File: src/include/disp_defaults.svh
/*
 * Default panel timing for 640x480 at 60 Hz with a 25 MHz pixel clock.
 * One line is 800 clocks and one frame is 525 lines, borders included.
 */
`ifndef DISP_DEFAULTS_SVH
`define DISP_DEFAULTS_SVH

`define DISP_H_SYNC         12'd96
`define DISP_H_BACK_PORCH   12'd40
`define DISP_H_LEAD_BORDER  12'd8
`define DISP_H_ACTIVE       12'd640
`define DISP_H_TRAIL_BORDER 12'd8
`define DISP_H_FRONT_PORCH  12'd8

`define DISP_V_SYNC         12'd2
`define DISP_V_BACK_PORCH   12'd25
`define DISP_V_LEAD_BORDER  12'd8
`define DISP_V_ACTIVE       12'd480
`define DISP_V_TRAIL_BORDER 12'd8
`define DISP_V_FRONT_PORCH  12'd2

`endif

File: src/disp_pkg.sv
/*
 * Display subsystem package.
 * Pixel, timing, configuration and panel output types, the register map,
 * and the colour rules shared by the pattern generator and its checks.
 */
package disp_pkg;

`include "disp_defaults.svh"

	typedef struct packed {
		logic [4:0] red;
		logic [5:0] green;
		logic [4:0] blue;
	} rgb_t; // rgb565 pixel.

	// one axis of panel timing, in the order the counter walks through it.
	typedef struct packed {
		logic [11:0] sync;
		logic [11:0] back_porch;
		logic [11:0] lead_border;
		logic [11:0] active;
		logic [11:0] trail_border;
		logic [11:0] front_porch;
	} disp_timing_t;

	localparam disp_timing_t DEF_H_TIMING = '{`DISP_H_SYNC, `DISP_H_BACK_PORCH,
		`DISP_H_LEAD_BORDER, `DISP_H_ACTIVE, `DISP_H_TRAIL_BORDER, `DISP_H_FRONT_PORCH};
	localparam disp_timing_t DEF_V_TIMING = '{`DISP_V_SYNC, `DISP_V_BACK_PORCH,
		`DISP_V_LEAD_BORDER, `DISP_V_ACTIVE, `DISP_V_TRAIL_BORDER, `DISP_V_FRONT_PORCH};

	typedef enum logic [1:0] {
		PAT_SOLID    = 2'd0,
		PAT_BARS     = 2'd1,
		PAT_CHECKER  = 2'd2,
		PAT_GRADIENT = 2'd3
	} pattern_e;

	typedef struct packed {
		logic       enable;
		pattern_e   pattern;
		logic [1:0] checker_shift; // square edge is 2^(checker_shift+1) pixels.
		rgb_t       fg;
	} disp_cfg_t;

	localparam logic [1:0] REG_CTRL = 2'd0;
	localparam logic [1:0] REG_FG   = 2'd1;

	typedef struct packed {
		logic hs; // active low.
		logic vs; // active low.
		logic de;
		rgb_t rgb;
	} disp_out_t;

	// Bar k lights red, green and blue from bits 2, 1 and 0 of its index.
	function automatic rgb_t bar_rgb(input logic [2:0] k);
		rgb_t c;
		c.red   = {5{k[2]}};
		c.green = {6{k[1]}};
		c.blue  = {5{k[0]}};
		return c;
	endfunction

	function automatic rgb_t gradient_rgb(input logic [11:0] h, input logic [11:0] v);
		rgb_t c;
		c.red   = h[4:0];
		c.green = v[5:0];
		c.blue  = '0;
		return c;
	endfunction

	// true where the foreground square lies; the squares alternate on both axes.
	function automatic logic checker_on(input logic [11:0] h, input logic [11:0] v,
		input logic [1:0] shift);
		logic [11:0] diff;
		diff = h ^ v;
		return diff[{1'b0, shift} + 3'd1];
	endfunction

endpackage

File: src/disp_cfg_regs.sv
/*
 * Configuration registers for the test-pattern generator.
 * Writes land in pending registers, and the shadow copy seen by the
 * generator is only refreshed at frame start so a frame is never torn.
 */
module disp_cfg_regs (
	input  logic                 ClkDisp,
	input  logic                 Rst_n,
	input  logic                 reg_wr,
	input  logic [1:0]           reg_addr,
	input  logic [15:0]          reg_wdata,
	output logic [15:0]          reg_rdata,
	input  logic                 frame_start,
	output disp_pkg::disp_cfg_t  cfg
);

	disp_pkg::disp_cfg_t pend; // values as last written by software.

	// Pending registers, written straight from the strobe.
	always_ff @(posedge ClkDisp or negedge Rst_n) begin
		if (!Rst_n) begin
			pend.enable        <= 1'b0;
			pend.pattern       <= disp_pkg::PAT_SOLID;
			pend.checker_shift <= 2'd0;
			pend.fg            <= '0;
		end else if (reg_wr) begin
			case (reg_addr)
				disp_pkg::REG_CTRL: begin
					pend.enable        <= reg_wdata[0];
					pend.pattern       <= disp_pkg::pattern_e'(reg_wdata[2:1]);
					pend.checker_shift <= reg_wdata[5:4];
				end
				disp_pkg::REG_FG: begin
					pend.fg <= disp_pkg::rgb_t'(reg_wdata);
				end
				default: begin
					pend <= pend; // unmapped addresses are ignored.
				end
			endcase
		end
	end

	// readback shows the pending value, not what the panel is showing.
	always_comb begin
		reg_rdata = '0;
		case (reg_addr)
			disp_pkg::REG_CTRL: begin
				reg_rdata[0]   = pend.enable;
				reg_rdata[2:1] = pend.pattern;
				reg_rdata[5:4] = pend.checker_shift;
			end
			disp_pkg::REG_FG: begin
				reg_rdata = pend.fg;
			end
			default: begin
				reg_rdata = '0;
			end
		endcase
	end

	// Shadow copy used for scan-out.
	always_ff @(posedge ClkDisp or negedge Rst_n) begin
		if (!Rst_n) begin
			cfg.enable        <= 1'b0;
			cfg.pattern       <= disp_pkg::PAT_SOLID;
			cfg.checker_shift <= 2'd0;
			cfg.fg            <= '0;
		end else if (frame_start) begin
			cfg <= pend; // whole word moves at once.
		end
	end

endmodule

File: src/disp_driver.sv
/*
 * Display timing generator for a parallel RGB panel.
 * Runs the line and frame counters, requests pixels across the active
 * window, and registers sync, data enable and colour in one aligned stage.
 */
module disp_driver #(
	parameter disp_pkg::disp_timing_t H_TIMING = disp_pkg::DEF_H_TIMING,
	parameter disp_pkg::disp_timing_t V_TIMING = disp_pkg::DEF_V_TIMING
) (
	input  logic                 ClkDisp,
	input  logic                 Rst_n,
	input  disp_pkg::rgb_t       pixel,
	output logic                 data_req,
	output logic [11:0]          h_addr,
	output logic [11:0]          v_addr,
	output logic                 frame_start,
	output disp_pkg::disp_out_t  disp
);

	// Window limits; the active window is [BEGIN, END) on each axis.
	localparam logic [11:0] H_BEGIN = H_TIMING.sync + H_TIMING.back_porch
		+ H_TIMING.lead_border;
	localparam logic [11:0] H_END   = H_BEGIN + H_TIMING.active;
	localparam logic [11:0] H_TOTAL = H_END + H_TIMING.trail_border + H_TIMING.front_porch;

	localparam logic [11:0] V_BEGIN = V_TIMING.sync + V_TIMING.back_porch
		+ V_TIMING.lead_border;
	localparam logic [11:0] V_END   = V_BEGIN + V_TIMING.active;
	localparam logic [11:0] V_TOTAL = V_END + V_TIMING.trail_border + V_TIMING.front_porch;

	logic [11:0] hcount;
	logic [11:0] vcount;
	logic        h_wrap;    // last clock of a line.
	logic        v_wrap;    // last line of a frame.
	logic        in_window;
	logic        hs_s1;     // sync levels held back one stage to match the request.
	logic        vs_s1;

	assign h_wrap = (hcount == H_TOTAL - 12'd1);
	assign v_wrap = (vcount == V_TOTAL - 12'd1);

	assign in_window = (hcount >= H_BEGIN) && (hcount < H_END)
		&& (vcount >= V_BEGIN) && (vcount < V_END);

	always_ff @(posedge ClkDisp or negedge Rst_n) begin
		if (!Rst_n) begin
			hcount <= '0;
			vcount <= '0;
		end else begin
			hcount <= h_wrap ? 12'd0 : hcount + 12'd1;
			if (h_wrap) begin
				vcount <= v_wrap ? 12'd0 : vcount + 12'd1; // steps once per line.
			end
		end
	end

	// high exactly while both counters sit at zero, except right after reset.
	always_ff @(posedge ClkDisp or negedge Rst_n) begin
		if (!Rst_n) begin
			frame_start <= 1'b0;
		end else begin
			frame_start <= h_wrap && v_wrap;
		end
	end

	// Stage 1: pixel request and addresses.
	always_ff @(posedge ClkDisp or negedge Rst_n) begin
		if (!Rst_n) begin
			data_req <= 1'b0;
			h_addr   <= '0;
			v_addr   <= '0;
			hs_s1    <= 1'b1;
			vs_s1    <= 1'b1;
		end else begin
			data_req <= in_window;
			h_addr   <= in_window ? hcount - H_BEGIN : 12'd0;
			v_addr   <= in_window ? vcount - V_BEGIN : 12'd0;
			hs_s1    <= (hcount >= H_TIMING.sync);
			vs_s1    <= (vcount >= V_TIMING.sync);
		end
	end

	// Stage 2: panel outputs, all one clock after the request.
	always_ff @(posedge ClkDisp or negedge Rst_n) begin
		if (!Rst_n) begin
			disp.hs  <= 1'b1;
			disp.vs  <= 1'b1;
			disp.de  <= 1'b0;
			disp.rgb <= '0;
		end else begin
			disp.hs  <= hs_s1;
			disp.vs  <= vs_s1;
			disp.de  <= data_req;
			disp.rgb <= data_req ? pixel : '0; // blanking is black.
		end
	end

endmodule

File: src/disp_pattern_gen.sv
/*
 * Test-pattern generator.
 * Answers a pixel request with the colour of the configured pattern at the
 * requested address, in the same cycle.
 */
module disp_pattern_gen #(
	parameter int H_ACTIVE = 640
) (
	input  logic [11:0]          h_addr,
	input  logic [11:0]          v_addr,
	input  logic                 data_req,
	input  disp_pkg::disp_cfg_t  cfg,
	output disp_pkg::rgb_t       pixel
);

	logic [2:0]     bar_k;       // colour bar index, 0 at the left edge.
	disp_pkg::rgb_t pat_rgb;     // pattern colour before blanking.
	logic           checker_hit;

	// The bar edges are k*H_ACTIVE/8 for k = 1..7.
	// They are constants, so each test becomes a fixed compare.
	always_comb begin
		bar_k = 3'd0;
		for (int k = 1; k < 8; k++) begin
			if (int'(h_addr) >= (k * H_ACTIVE) / 8) begin
				bar_k = bar_k + 3'd1;
			end
		end
	end

	assign checker_hit = disp_pkg::checker_on(h_addr, v_addr, cfg.checker_shift);

	always_comb begin
		case (cfg.pattern)
			disp_pkg::PAT_SOLID: begin
				pat_rgb = cfg.fg;
			end
			disp_pkg::PAT_BARS: begin
				pat_rgb = disp_pkg::bar_rgb(bar_k);
			end
			disp_pkg::PAT_CHECKER: begin
				pat_rgb = checker_hit ? cfg.fg : '0; // black between squares.
			end
			disp_pkg::PAT_GRADIENT: begin
				pat_rgb = disp_pkg::gradient_rgb(h_addr, v_addr);
			end
			default: begin
				pat_rgb = '0;
			end
		endcase
	end

	// Outside a request, or when disabled, the generator sends black.
	assign pixel = (cfg.enable && data_req) ? pat_rgb : '0;

endmodule

File: src/disp_top.sv
/*
 * Display subsystem top.
 * Register block, test-pattern generator and panel timing generator.
 */
module disp_top #(
	parameter disp_pkg::disp_timing_t H_TIMING = disp_pkg::DEF_H_TIMING,
	parameter disp_pkg::disp_timing_t V_TIMING = disp_pkg::DEF_V_TIMING
) (
	input  logic                 ClkDisp,
	input  logic                 Rst_n,
	input  logic                 reg_wr,
	input  logic [1:0]           reg_addr,
	input  logic [15:0]          reg_wdata,
	output logic [15:0]          reg_rdata,
	output disp_pkg::disp_out_t  disp
);

	disp_pkg::disp_cfg_t cfg;         // shadow configuration for the current frame.
	disp_pkg::rgb_t      pixel;
	logic                data_req;
	logic [11:0]         h_addr;
	logic [11:0]         v_addr;
	logic                frame_start;

	disp_cfg_regs u_regs (
		.ClkDisp     (ClkDisp),
		.Rst_n       (Rst_n),
		.reg_wr      (reg_wr),
		.reg_addr    (reg_addr),
		.reg_wdata   (reg_wdata),
		.reg_rdata   (reg_rdata),
		.frame_start (frame_start),
		.cfg         (cfg)
	);

	disp_pattern_gen #(
		.H_ACTIVE (H_TIMING.active)
	) u_pattern (
		.h_addr   (h_addr),
		.v_addr   (v_addr),
		.data_req (data_req),
		.cfg      (cfg),
		.pixel    (pixel)
	);

	disp_driver #(
		.H_TIMING (H_TIMING),
		.V_TIMING (V_TIMING)
	) u_driver (
		.ClkDisp     (ClkDisp),
		.Rst_n       (Rst_n),
		.pixel       (pixel),
		.data_req    (data_req),
		.h_addr      (h_addr),
		.v_addr      (v_addr),
		.frame_start (frame_start),
		.disp        (disp)
	);

endmodule

File: config.mk
export PLATFORM = sky130hd
export DESIGN_NAME = disp_top
export DESIGN_NICKNAME = d
export VERILOG_FILES = /design/src/disp_pkg.sv /design/src/disp_cfg_regs.sv /design/src/disp_driver.sv /design/src/disp_pattern_gen.sv /design/src/disp_top.sv
export VERILOG_INCLUDE_DIRS = /design/src /design/src/include
export SDC_FILE = /design/constraint.sdc
export NUM_CORES = 1
export LEC_CHECK = 0
export ABC_AREA = 1
export BUFFER_PORTS_ARGS = -buffer_cell sky130_fd_sc_hd__buf_2
export CAP_MARGIN = 20
export CORE_MARGIN = 2
export CORE_UTILIZATION = 54
export CTS_CLUSTER_SIZE = 8
export DETAILED_ROUTE_END_ITERATION = 6
export PLACE_DENSITY = 0.76
export SLEW_MARGIN = 10
export SYNTH_ARGS = -nofsm -noshare
export SYNTH_HDL_FRONTEND = slang
export SYNTH_SLANG_ARGS = --single-unit
File: constraint.sdc
create_clock -name ClkDisp -period 3.6 [get_ports ClkDisp]
set_input_delay 0.18 -clock ClkDisp [delete_from_list [all_inputs] [get_ports ClkDisp]]
set_output_delay 0.18 -clock ClkDisp [all_outputs]
set_load 0.02 [all_outputs]
; Word level (Yosys, flattened, before mapping)
; Index checks and enable logic that the tools add are counted.
[classes]
shifts = 0
order_cmp = 14
n_reduce_logical = 9
n_div = 0
bitwise = 1
muxes = 21
mul = 0
n_addsub = 11
n_eq_ne = 6
[op_table]
columns = op, count
row1 = case mux 16 bit (4 select lines), 1
row2 = two-way mux 16 bit, 3
row3 = ">= comparator 12 x 8 -> 1 bit, second input constant", 3
row4 = ">= comparator 12 x 9 -> 1 bit, second input constant", 3
row5 = two-way mux 12 bit, 3
row6 = "adder 12 x 1 -> 12 bit, second input constant", 2
row7 = "== test 12 x 10 -> 1 bit, second input constant", 2
row8 = ">= comparator 12 x 7 -> 1 bit, second input constant", 2
row9 = "< comparator 12 x 10 -> 1 bit, second input constant", 2
row10 = two-way mux 3 bit, 6
row11 = "adder 3 x 1 -> 3 bit, second input constant", 5
row12 = ">= comparator 12 x 10 -> 1 bit, second input constant", 1
row13 = ">= comparator 12 x 2 -> 1 bit, second input constant", 1
row14 = ">= comparator 12 x 6 -> 1 bit, second input constant", 1
row15 = "subtractor 12 x 8 -> 12 bit, second input constant", 1
row16 = two-way mux 10 bit, 1
row17 = two-way mux 8 bit, 1
row18 = "subtractor 8 x 6 -> 8 bit, second input constant", 1
row19 = XOR 8 bit, 1
row20 = case mux 3 bit (2 select lines), 1
row21 = logical AND 1 bit, 5
row22 = "< comparator 3 x 5 -> 1 bit, second input constant", 1
row23 = "== test 2 x 1 -> 1 bit, second input constant", 2
row24 = "== test 2 bit, second input constant", 2
row25 = other kinds (7), 11
[totals]
latchBits = 0
n_memories = 0
out_inout_bits = 35
in_bits = 21
mem_bits_rw = 0
rom_bits = 0
regBits = 109

; Logic depth before layout (Yosys ltp)
[depth]
word_depth = 17
mapped_depth = 29
depth_no_buf = 29

; By module
; From an unflattened synthesis, not the netlist that was laid out.
[hier_totals]
cells_unflattened = 810
hier_area_um2 = 6401.1
[modules_own_cells]
columns = module, instances, seq_area_each_um2, cells_each, area_each_um2
row1 = disp_driver, 1, 1781.7, 380, 3404.5
row2 = disp_cfg_regs, 1, 1051.0, 213, 1800.5
row3 = disp_pattern_gen, 1, 0.0, 217, 1196.1

; Worst setup path before layout
; OpenSTA, ideal clock, no wires.
[synth_path]
path_type = register -> register
from = reg u_driver.h_addr[10]
to = reg, netlist name u_driver.disp[11]
arrival_time_ps = 3537
setup_ps = 77
path_stages_with_launch = 29
slack_ps = -14
required_ps = 3523
path_buffers = 0
cell_sequence = dfrtp_1 nor2_1 nand3_1 nor2_1 inv_1 ha_1 inv_1 nand3_1 nand2_2 inv_1 ha_1 nand3b_1 a21boi_1 ha_1 inv_1 nand2_1 nand3_1 nand2_1 nand2_1 nand2_1 ha_1 nand3_1 xor2_1 nand2_1 nand2_1 inv_1 nand2_1 nand3_2 a21oi_1
[synth_between]
elab_chain_cells = 17
word_cells_on_any_way = 23
[synth_lines]
columns = element, line
row1 = start: declaration, disp_driver.sv:14  ; output logic [11:0] h_addr,
row2 = start signal: assignment, disp_driver.sv:76  ; h_addr <= in_window ? hcount - H_BEGIN : 12'd0;
row3 = >= comparator 12 x 7 -> 1 bit, disp_pattern_gen.sv:25  ; if (int'(h_addr) >= (k * H_ACTIVE) / 8) begin
row4 = two-way mux 1 bit, disp_pattern_gen.sv:25
row5 = adder 1 x 1 -> 2 bit, disp_pattern_gen.sv:26  ; bar_k = bar_k + 3'd1;
row6 = two-way mux 3 bit, disp_pattern_gen.sv:25
row7 = adder 3 x 1 -> 3 bit, disp_pattern_gen.sv:26
row8 = two-way mux 3 bit, disp_pattern_gen.sv:25
row9 = adder 3 x 1 -> 3 bit, disp_pattern_gen.sv:26
row10 = two-way mux 3 bit, disp_pattern_gen.sv:25
row11 = adder 3 x 1 -> 3 bit, disp_pattern_gen.sv:26
row12 = two-way mux 3 bit, disp_pattern_gen.sv:25
row13 = adder 3 x 1 -> 3 bit, disp_pattern_gen.sv:26
row14 = two-way mux 3 bit, disp_pattern_gen.sv:25
row15 = adder 3 x 1 -> 3 bit, disp_pattern_gen.sv:26
row16 = two-way mux 3 bit (*), disp_pattern_gen.sv:25
row17 = case mux 16 bit (4 select lines) (*), disp_pattern_gen.sv:34  ; case (cfg.pattern)
row18 = two-way mux 16 bit (*), disp_pattern_gen.sv:54  ; assign pixel = (cfg.enable && data_req) ? pat_rgb : '0;
row19 = two-way mux 16 bit (*), disp_driver.sv:94  ; disp.rgb <= data_req ? pixel : '0;
; Mark *: on every way between the ends. The rest lies on a longest branch, timed or not.
; A chain may end at the register's enable or synchronous reset.

; Worst setup path in the final report
[layout_path]
from = reg u_driver.h_addr[6]
to = reg, netlist name u_driver.disp[14]
[layout_between]
elab_chain_cells = 17
word_cells_on_any_way = 27
[layout_lines]
columns = element, line
row1 = >= comparator 12 x 7 -> 1 bit, disp_pattern_gen.sv:25
row2 = two-way mux 1 bit, disp_pattern_gen.sv:25
row3 = adder 1 x 1 -> 2 bit, disp_pattern_gen.sv:26
row4 = two-way mux 3 bit, disp_pattern_gen.sv:25
row5 = adder 3 x 1 -> 3 bit, disp_pattern_gen.sv:26
row6 = two-way mux 3 bit, disp_pattern_gen.sv:25
row7 = adder 3 x 1 -> 3 bit, disp_pattern_gen.sv:26
row8 = two-way mux 3 bit, disp_pattern_gen.sv:25
row9 = adder 3 x 1 -> 3 bit, disp_pattern_gen.sv:26
row10 = two-way mux 3 bit, disp_pattern_gen.sv:25
row11 = adder 3 x 1 -> 3 bit, disp_pattern_gen.sv:26
row12 = two-way mux 3 bit, disp_pattern_gen.sv:25
row13 = adder 3 x 1 -> 3 bit, disp_pattern_gen.sv:26
row14 = two-way mux 3 bit, disp_pattern_gen.sv:25
row15 = case mux 16 bit (4 select lines) (*), disp_pattern_gen.sv:34
row16 = two-way mux 16 bit (*), disp_pattern_gen.sv:54
row17 = two-way mux 16 bit (*), disp_driver.sv:94
; Mark *: on every way between the ends. The rest lies on a longest branch, timed or not. The select of a mux whose other input is x is not followed.

==> out/results.env <==
HOLD_VIOL=0
LAYOUT_COMMON_CELLS='sky130_fd_sc_hd__dfrtp_1 (105), sky130_fd_sc_hd__nand2_1 (94), sky130_fd_sc_hd__inv_1 (84)'
DELAY_OF_THE_SLOWEST_CELL_ON_THE_WORST_PATH_PS=410
CTS_TREE='yes'
SYNTH_AREA_SQ_MM=0.00566
WORST_PIN_SLEW_PS=969
REPORT.FINAL.SLEW_VIOL_COUNT=0
WIRELENGTH_MICRONS=12300
MAX_CLOCK_FREQ_GHz=0.280
DIE_H_MICRONS=106
AVGSYNTHCELLAREA_SQ_UM=8.57
FF2FF_SETUP_SLACK_PS=30
FINAL-SETUP-VIOL-COUNT=0
IO-PIN-COUNT=56
FLOORPLAN.CORE_AREA_SQ_MM=0.0102
CTSLONGESTPATHBUFFERS=2
RUN_STATUS='complete, no violations'
VDD_DROP_MAX_uV=297
SETUP.WORST_PATH.START_CLASS='flip-flop'
FINAL.PERIOD_UTILIZATION=0.993
PORT_BUFFERS=55
YOSYS.CELL_TYPES.COUNT=49
MOST_USED_DFF_POST_SYNTH='sky130_fd_sc_hd__dfrtp_1'
TIMING.FINAL.CRIT_PERIOD_PS=3570
SYNTH.TOP_CELL.AREA_SHARE=0.464
FINALCLOCKSKEW_PS=10.5
WORST_R2R_PATH_DEPTH=29
GRT.MET3_USAGE=0.0411
DR_TOTAL_VIAS=4716
DIE_AREA_SQ_MM=0.0113
FP-ROW-COUNT=37
PATH_CLK_SLEW_PS=100
INITIAL_UTIL=0.553
NUMBER_OF_ITERATIONS_IN_THE_FIRST_DETAILED_ROUTING_PASS=5
WORST_HOLD_STARTPOINT='reg_wdata[10]'
SYNTHTOLAYOUTAREAGROWTH_PCT=16.7
FINALHOLDWORSTSLACK_PS=39.5
DRTITER0DRC=386
MAX_CAP_VIOLATIONS=0
WORSTREG2REGSTART='u_driver.h_addr[6]'
ROOT_BUFFER='sky130_fd_sc_hd__clkbuf_8'
MAXSLEWHEADROOM=0.354
CP_DATA_REQUIRED_TIME_PS=3920
PLACE_AREA_SQ_MM=0.00616
CRITICAL_PATH.MAX_FANOUT=5
CLKSINKCOUNT=109
WIRE_LENGTH_OF_THE_FIRST_GLOBAL_ROUTING_PASS_MICRONS=20500
ANTENNADIODECOUNT=0
LAYOUT.CELL_AREA.NON_FILLER_SQ_MM=0.00661
SYNTH_TOP_CELLS_BY_AREA='sky130_fd_sc_hd__dfrtp_1 (46%), sky130_fd_sc_hd__nand2_1 (6.6%), sky130_fd_sc_hd__inv_1 (6.0%)'
GR-TOTAL-OVERFLOW=0
SYNTH.YOSYS.WARNINGS=0
WORST_PATH_MAX_DELAY_CELL='sky130_fd_sc_hd__dfrtp_1'
GRTUSAGEMET1=0.296
FINAL_NET_COUNT=774
CTS.HTREE.LEVELS=3
HOLD_DEPTH=3
SYNTH_SEQ_CELLS=109
CRITPATHLAUNCH='u_driver.h_addr[6]'
WL_PER_CELL_MICRONS=14.0
CRIT-REG2REG-CAPTURE='u_driver.disp[14]'
TOTAL_POWER_mW=2.09
WORSTHOLDENDPOINT='u_regs.pend[10]'
BUSIEST_LAYER='met2'
CRITPATHMOSTFREQUENTCELL='sky130_fd_sc_hd__nand2_1'
GLOBALPLACE.CONGESTION=0.877
WORST_HOLD_CHECK_PATH_TYPE='in2reg'
CTS_INSERTED_BUFFERS=9
PLACE.DETAILED.HPWL_MICRONS=9050
CRIT_PATH_END_KIND='flip-flop'
DRIVE_ABOVE_1_SHARE=0.245
VIAS_IN_THE_FIRST_GLOBAL_ROUTE=4470
NUMBER_OF_SYNTHESIZED_FLOPS_WITH_AN_ENABLE_PIN=0
USE_MET2=0.380
DETAIL_ROUTE.VIAS_PER_CELL=5.37
SYNTH_NET_COUNT=697
RSZ0062_AT_GRT='true'
CRITPATHARRIVALTIME_PS=3890
GROUTE.USAGE.OVERALL=0.227
GATE_COUNT_POST_SYNTH=661
POWER_PER_CELL_AREA_mW_PER_MM2=317
SYNTHDOMINANTAREACELLTYPE='sky130_fd_sc_hd__dfrtp_1'
SYNTH.YOSYS.SEQ_AREA_SHARE=0.483
INSERTION_DELAY_PS=380
LAYOUT.CELLS.MOST_COMMON='sky130_fd_sc_hd__dfrtp_1'
GRT_MAX_DEGREE=82
DIE_W_MICRONS=106
POSTSYNTH.ASYNCRESETSHARE=1.00
TIMING_WORST_SETUP_PATH_TYPE='reg2reg'
TOTAL_LEAKAGE_POWER_nW=3.50
ANT_NETS=0
ROUTE.DETAILED.DRC=0
INITIAL_ANTENNA_VIOLATION_COUNT=0
-- flip-flops by register name (all words and copies together), names as in the netlist --
name,count
u_driver.data_req,1
u_driver.disp,19
u_driver.frame_start,1
u_driver.h_addr,12
u_driver.hcount,12
u_driver.hs_s1,1
u_driver.v_addr,8
u_driver.vcount,12
u_driver.vs_s1,1
u_regs.cfg,21
u_regs.pend,21
-- critical path: cells and delay by family, from the launching register on --
family | cells | cell delay (ps)
AO/OA/AOI/OAI | 2 | 400
XOR/XNOR | 1 | 140
adder cells (fa/ha/maj) | 4 | 920
buffers and inverters | 5 | 290
flip-flops | 1 | 410
AND/OR/NAND/NOR | 17 | 1370
-- cells by family (layout without fill, tap and decap cells) --
group           count (synthesis)  after routing  synth area share
mux                             6              6            0.0119
simple gates                  269            269             0.230
xor+xnor                       22             22            0.0340
buf+inv                       112            194            0.0754
compound gates                128            128             0.132
flops                         109            109             0.483
fa+ha+maj                      15             15            0.0331
-- cell type report --
| cell class | count | area, sq um |
|---|---|---|
| fill | 839 | 3630 |
| sequential | 109 | 2730 |
| multi-input combinational | 440 | 2650 |
| timing repair buffer | 83 | 514 |
| inverter | 95 | 360 |
| tap | 136 | 170 |
| clock buffer | 10 | 128 |
| clock inverter | 6 | 47.5 |
-- per-layer routing --
layer	share of wire	vias to the layer above
met5	0	-
met2	0.50	120
met3	0.037	25
met1	0.45	2261
li1	-	2310
met4	0.019	0
-- cells in the mapped netlist (7+ instances only) --
cell type / count
sky130_fd_sc_hd__a21oi_1: 45
sky130_fd_sc_hd__o21ai_0: 40
sky130_fd_sc_hd__clkbuf_1: 12
sky130_fd_sc_hd__dfrtp_1: 105
sky130_fd_sc_hd__a31oi_1: 16
sky130_fd_sc_hd__ha_1: 15
sky130_fd_sc_hd__nor2_1: 79
sky130_fd_sc_hd__nand2_1: 100
sky130_fd_sc_hd__nand3_1: 33
sky130_fd_sc_hd__inv_1: 90
sky130_fd_sc_hd__nand2_2: 7
sky130_fd_sc_hd__nor3_1: 12
sky130_fd_sc_hd__xor2_1: 16
sky130_fd_sc_hd__nand4_1: 7
-- power breakdown --
part	total, mW	internal, mW	switching (mW)	leakage [nW]
clock network	0.673	0.259	0.414	0.0925
logic	0.138	0.0433	0.0947	1.97
registers	1.28	1.26	0.0219	1.44
-- through the flow --
stage	setup slack [ps]	cells	utilization	setup TNS, ps
3_5_place_dp	-225	851	0.602	-1040
5_1_grt	-305	879	0.646	-1400
2_1_floorplan	11.4	661	-	0
6_report	26.9	879	0.646	0
4_1_cts	-7.40	876	0.637	-7.40
3_3_place_gp	33.4	851	0.602	0
-- what timing repair did --
action,CTS,global route
pin swaps,18,14
hold buffers,1,0
setup buffers,9,2
endpoints found under the setup margin,5,11
gates resized for setup,25,12
endpoints found under the hold margin,76,0
-- worst max path at each step --
| stage | endpoint | slack [ps] | cells after the start |
|---|---|---|---|
| 2_1_floorplan | u_driver.disp[11] | 10 | 28 |
| 3_3_place_gp | u_driver.disp[14] | 30 | 28 |
| 3_5_place_dp | u_driver.disp[12] | -230 | 28 |
| 4_1_cts | u_driver.disp[12] | -7 | 29 |
| 5_1_grt | u_driver.disp[14] | -310 | 29 |
| 6_report | u_driver.disp[14] | 30 | 29 |
Power figures use the tool's default switching activity.
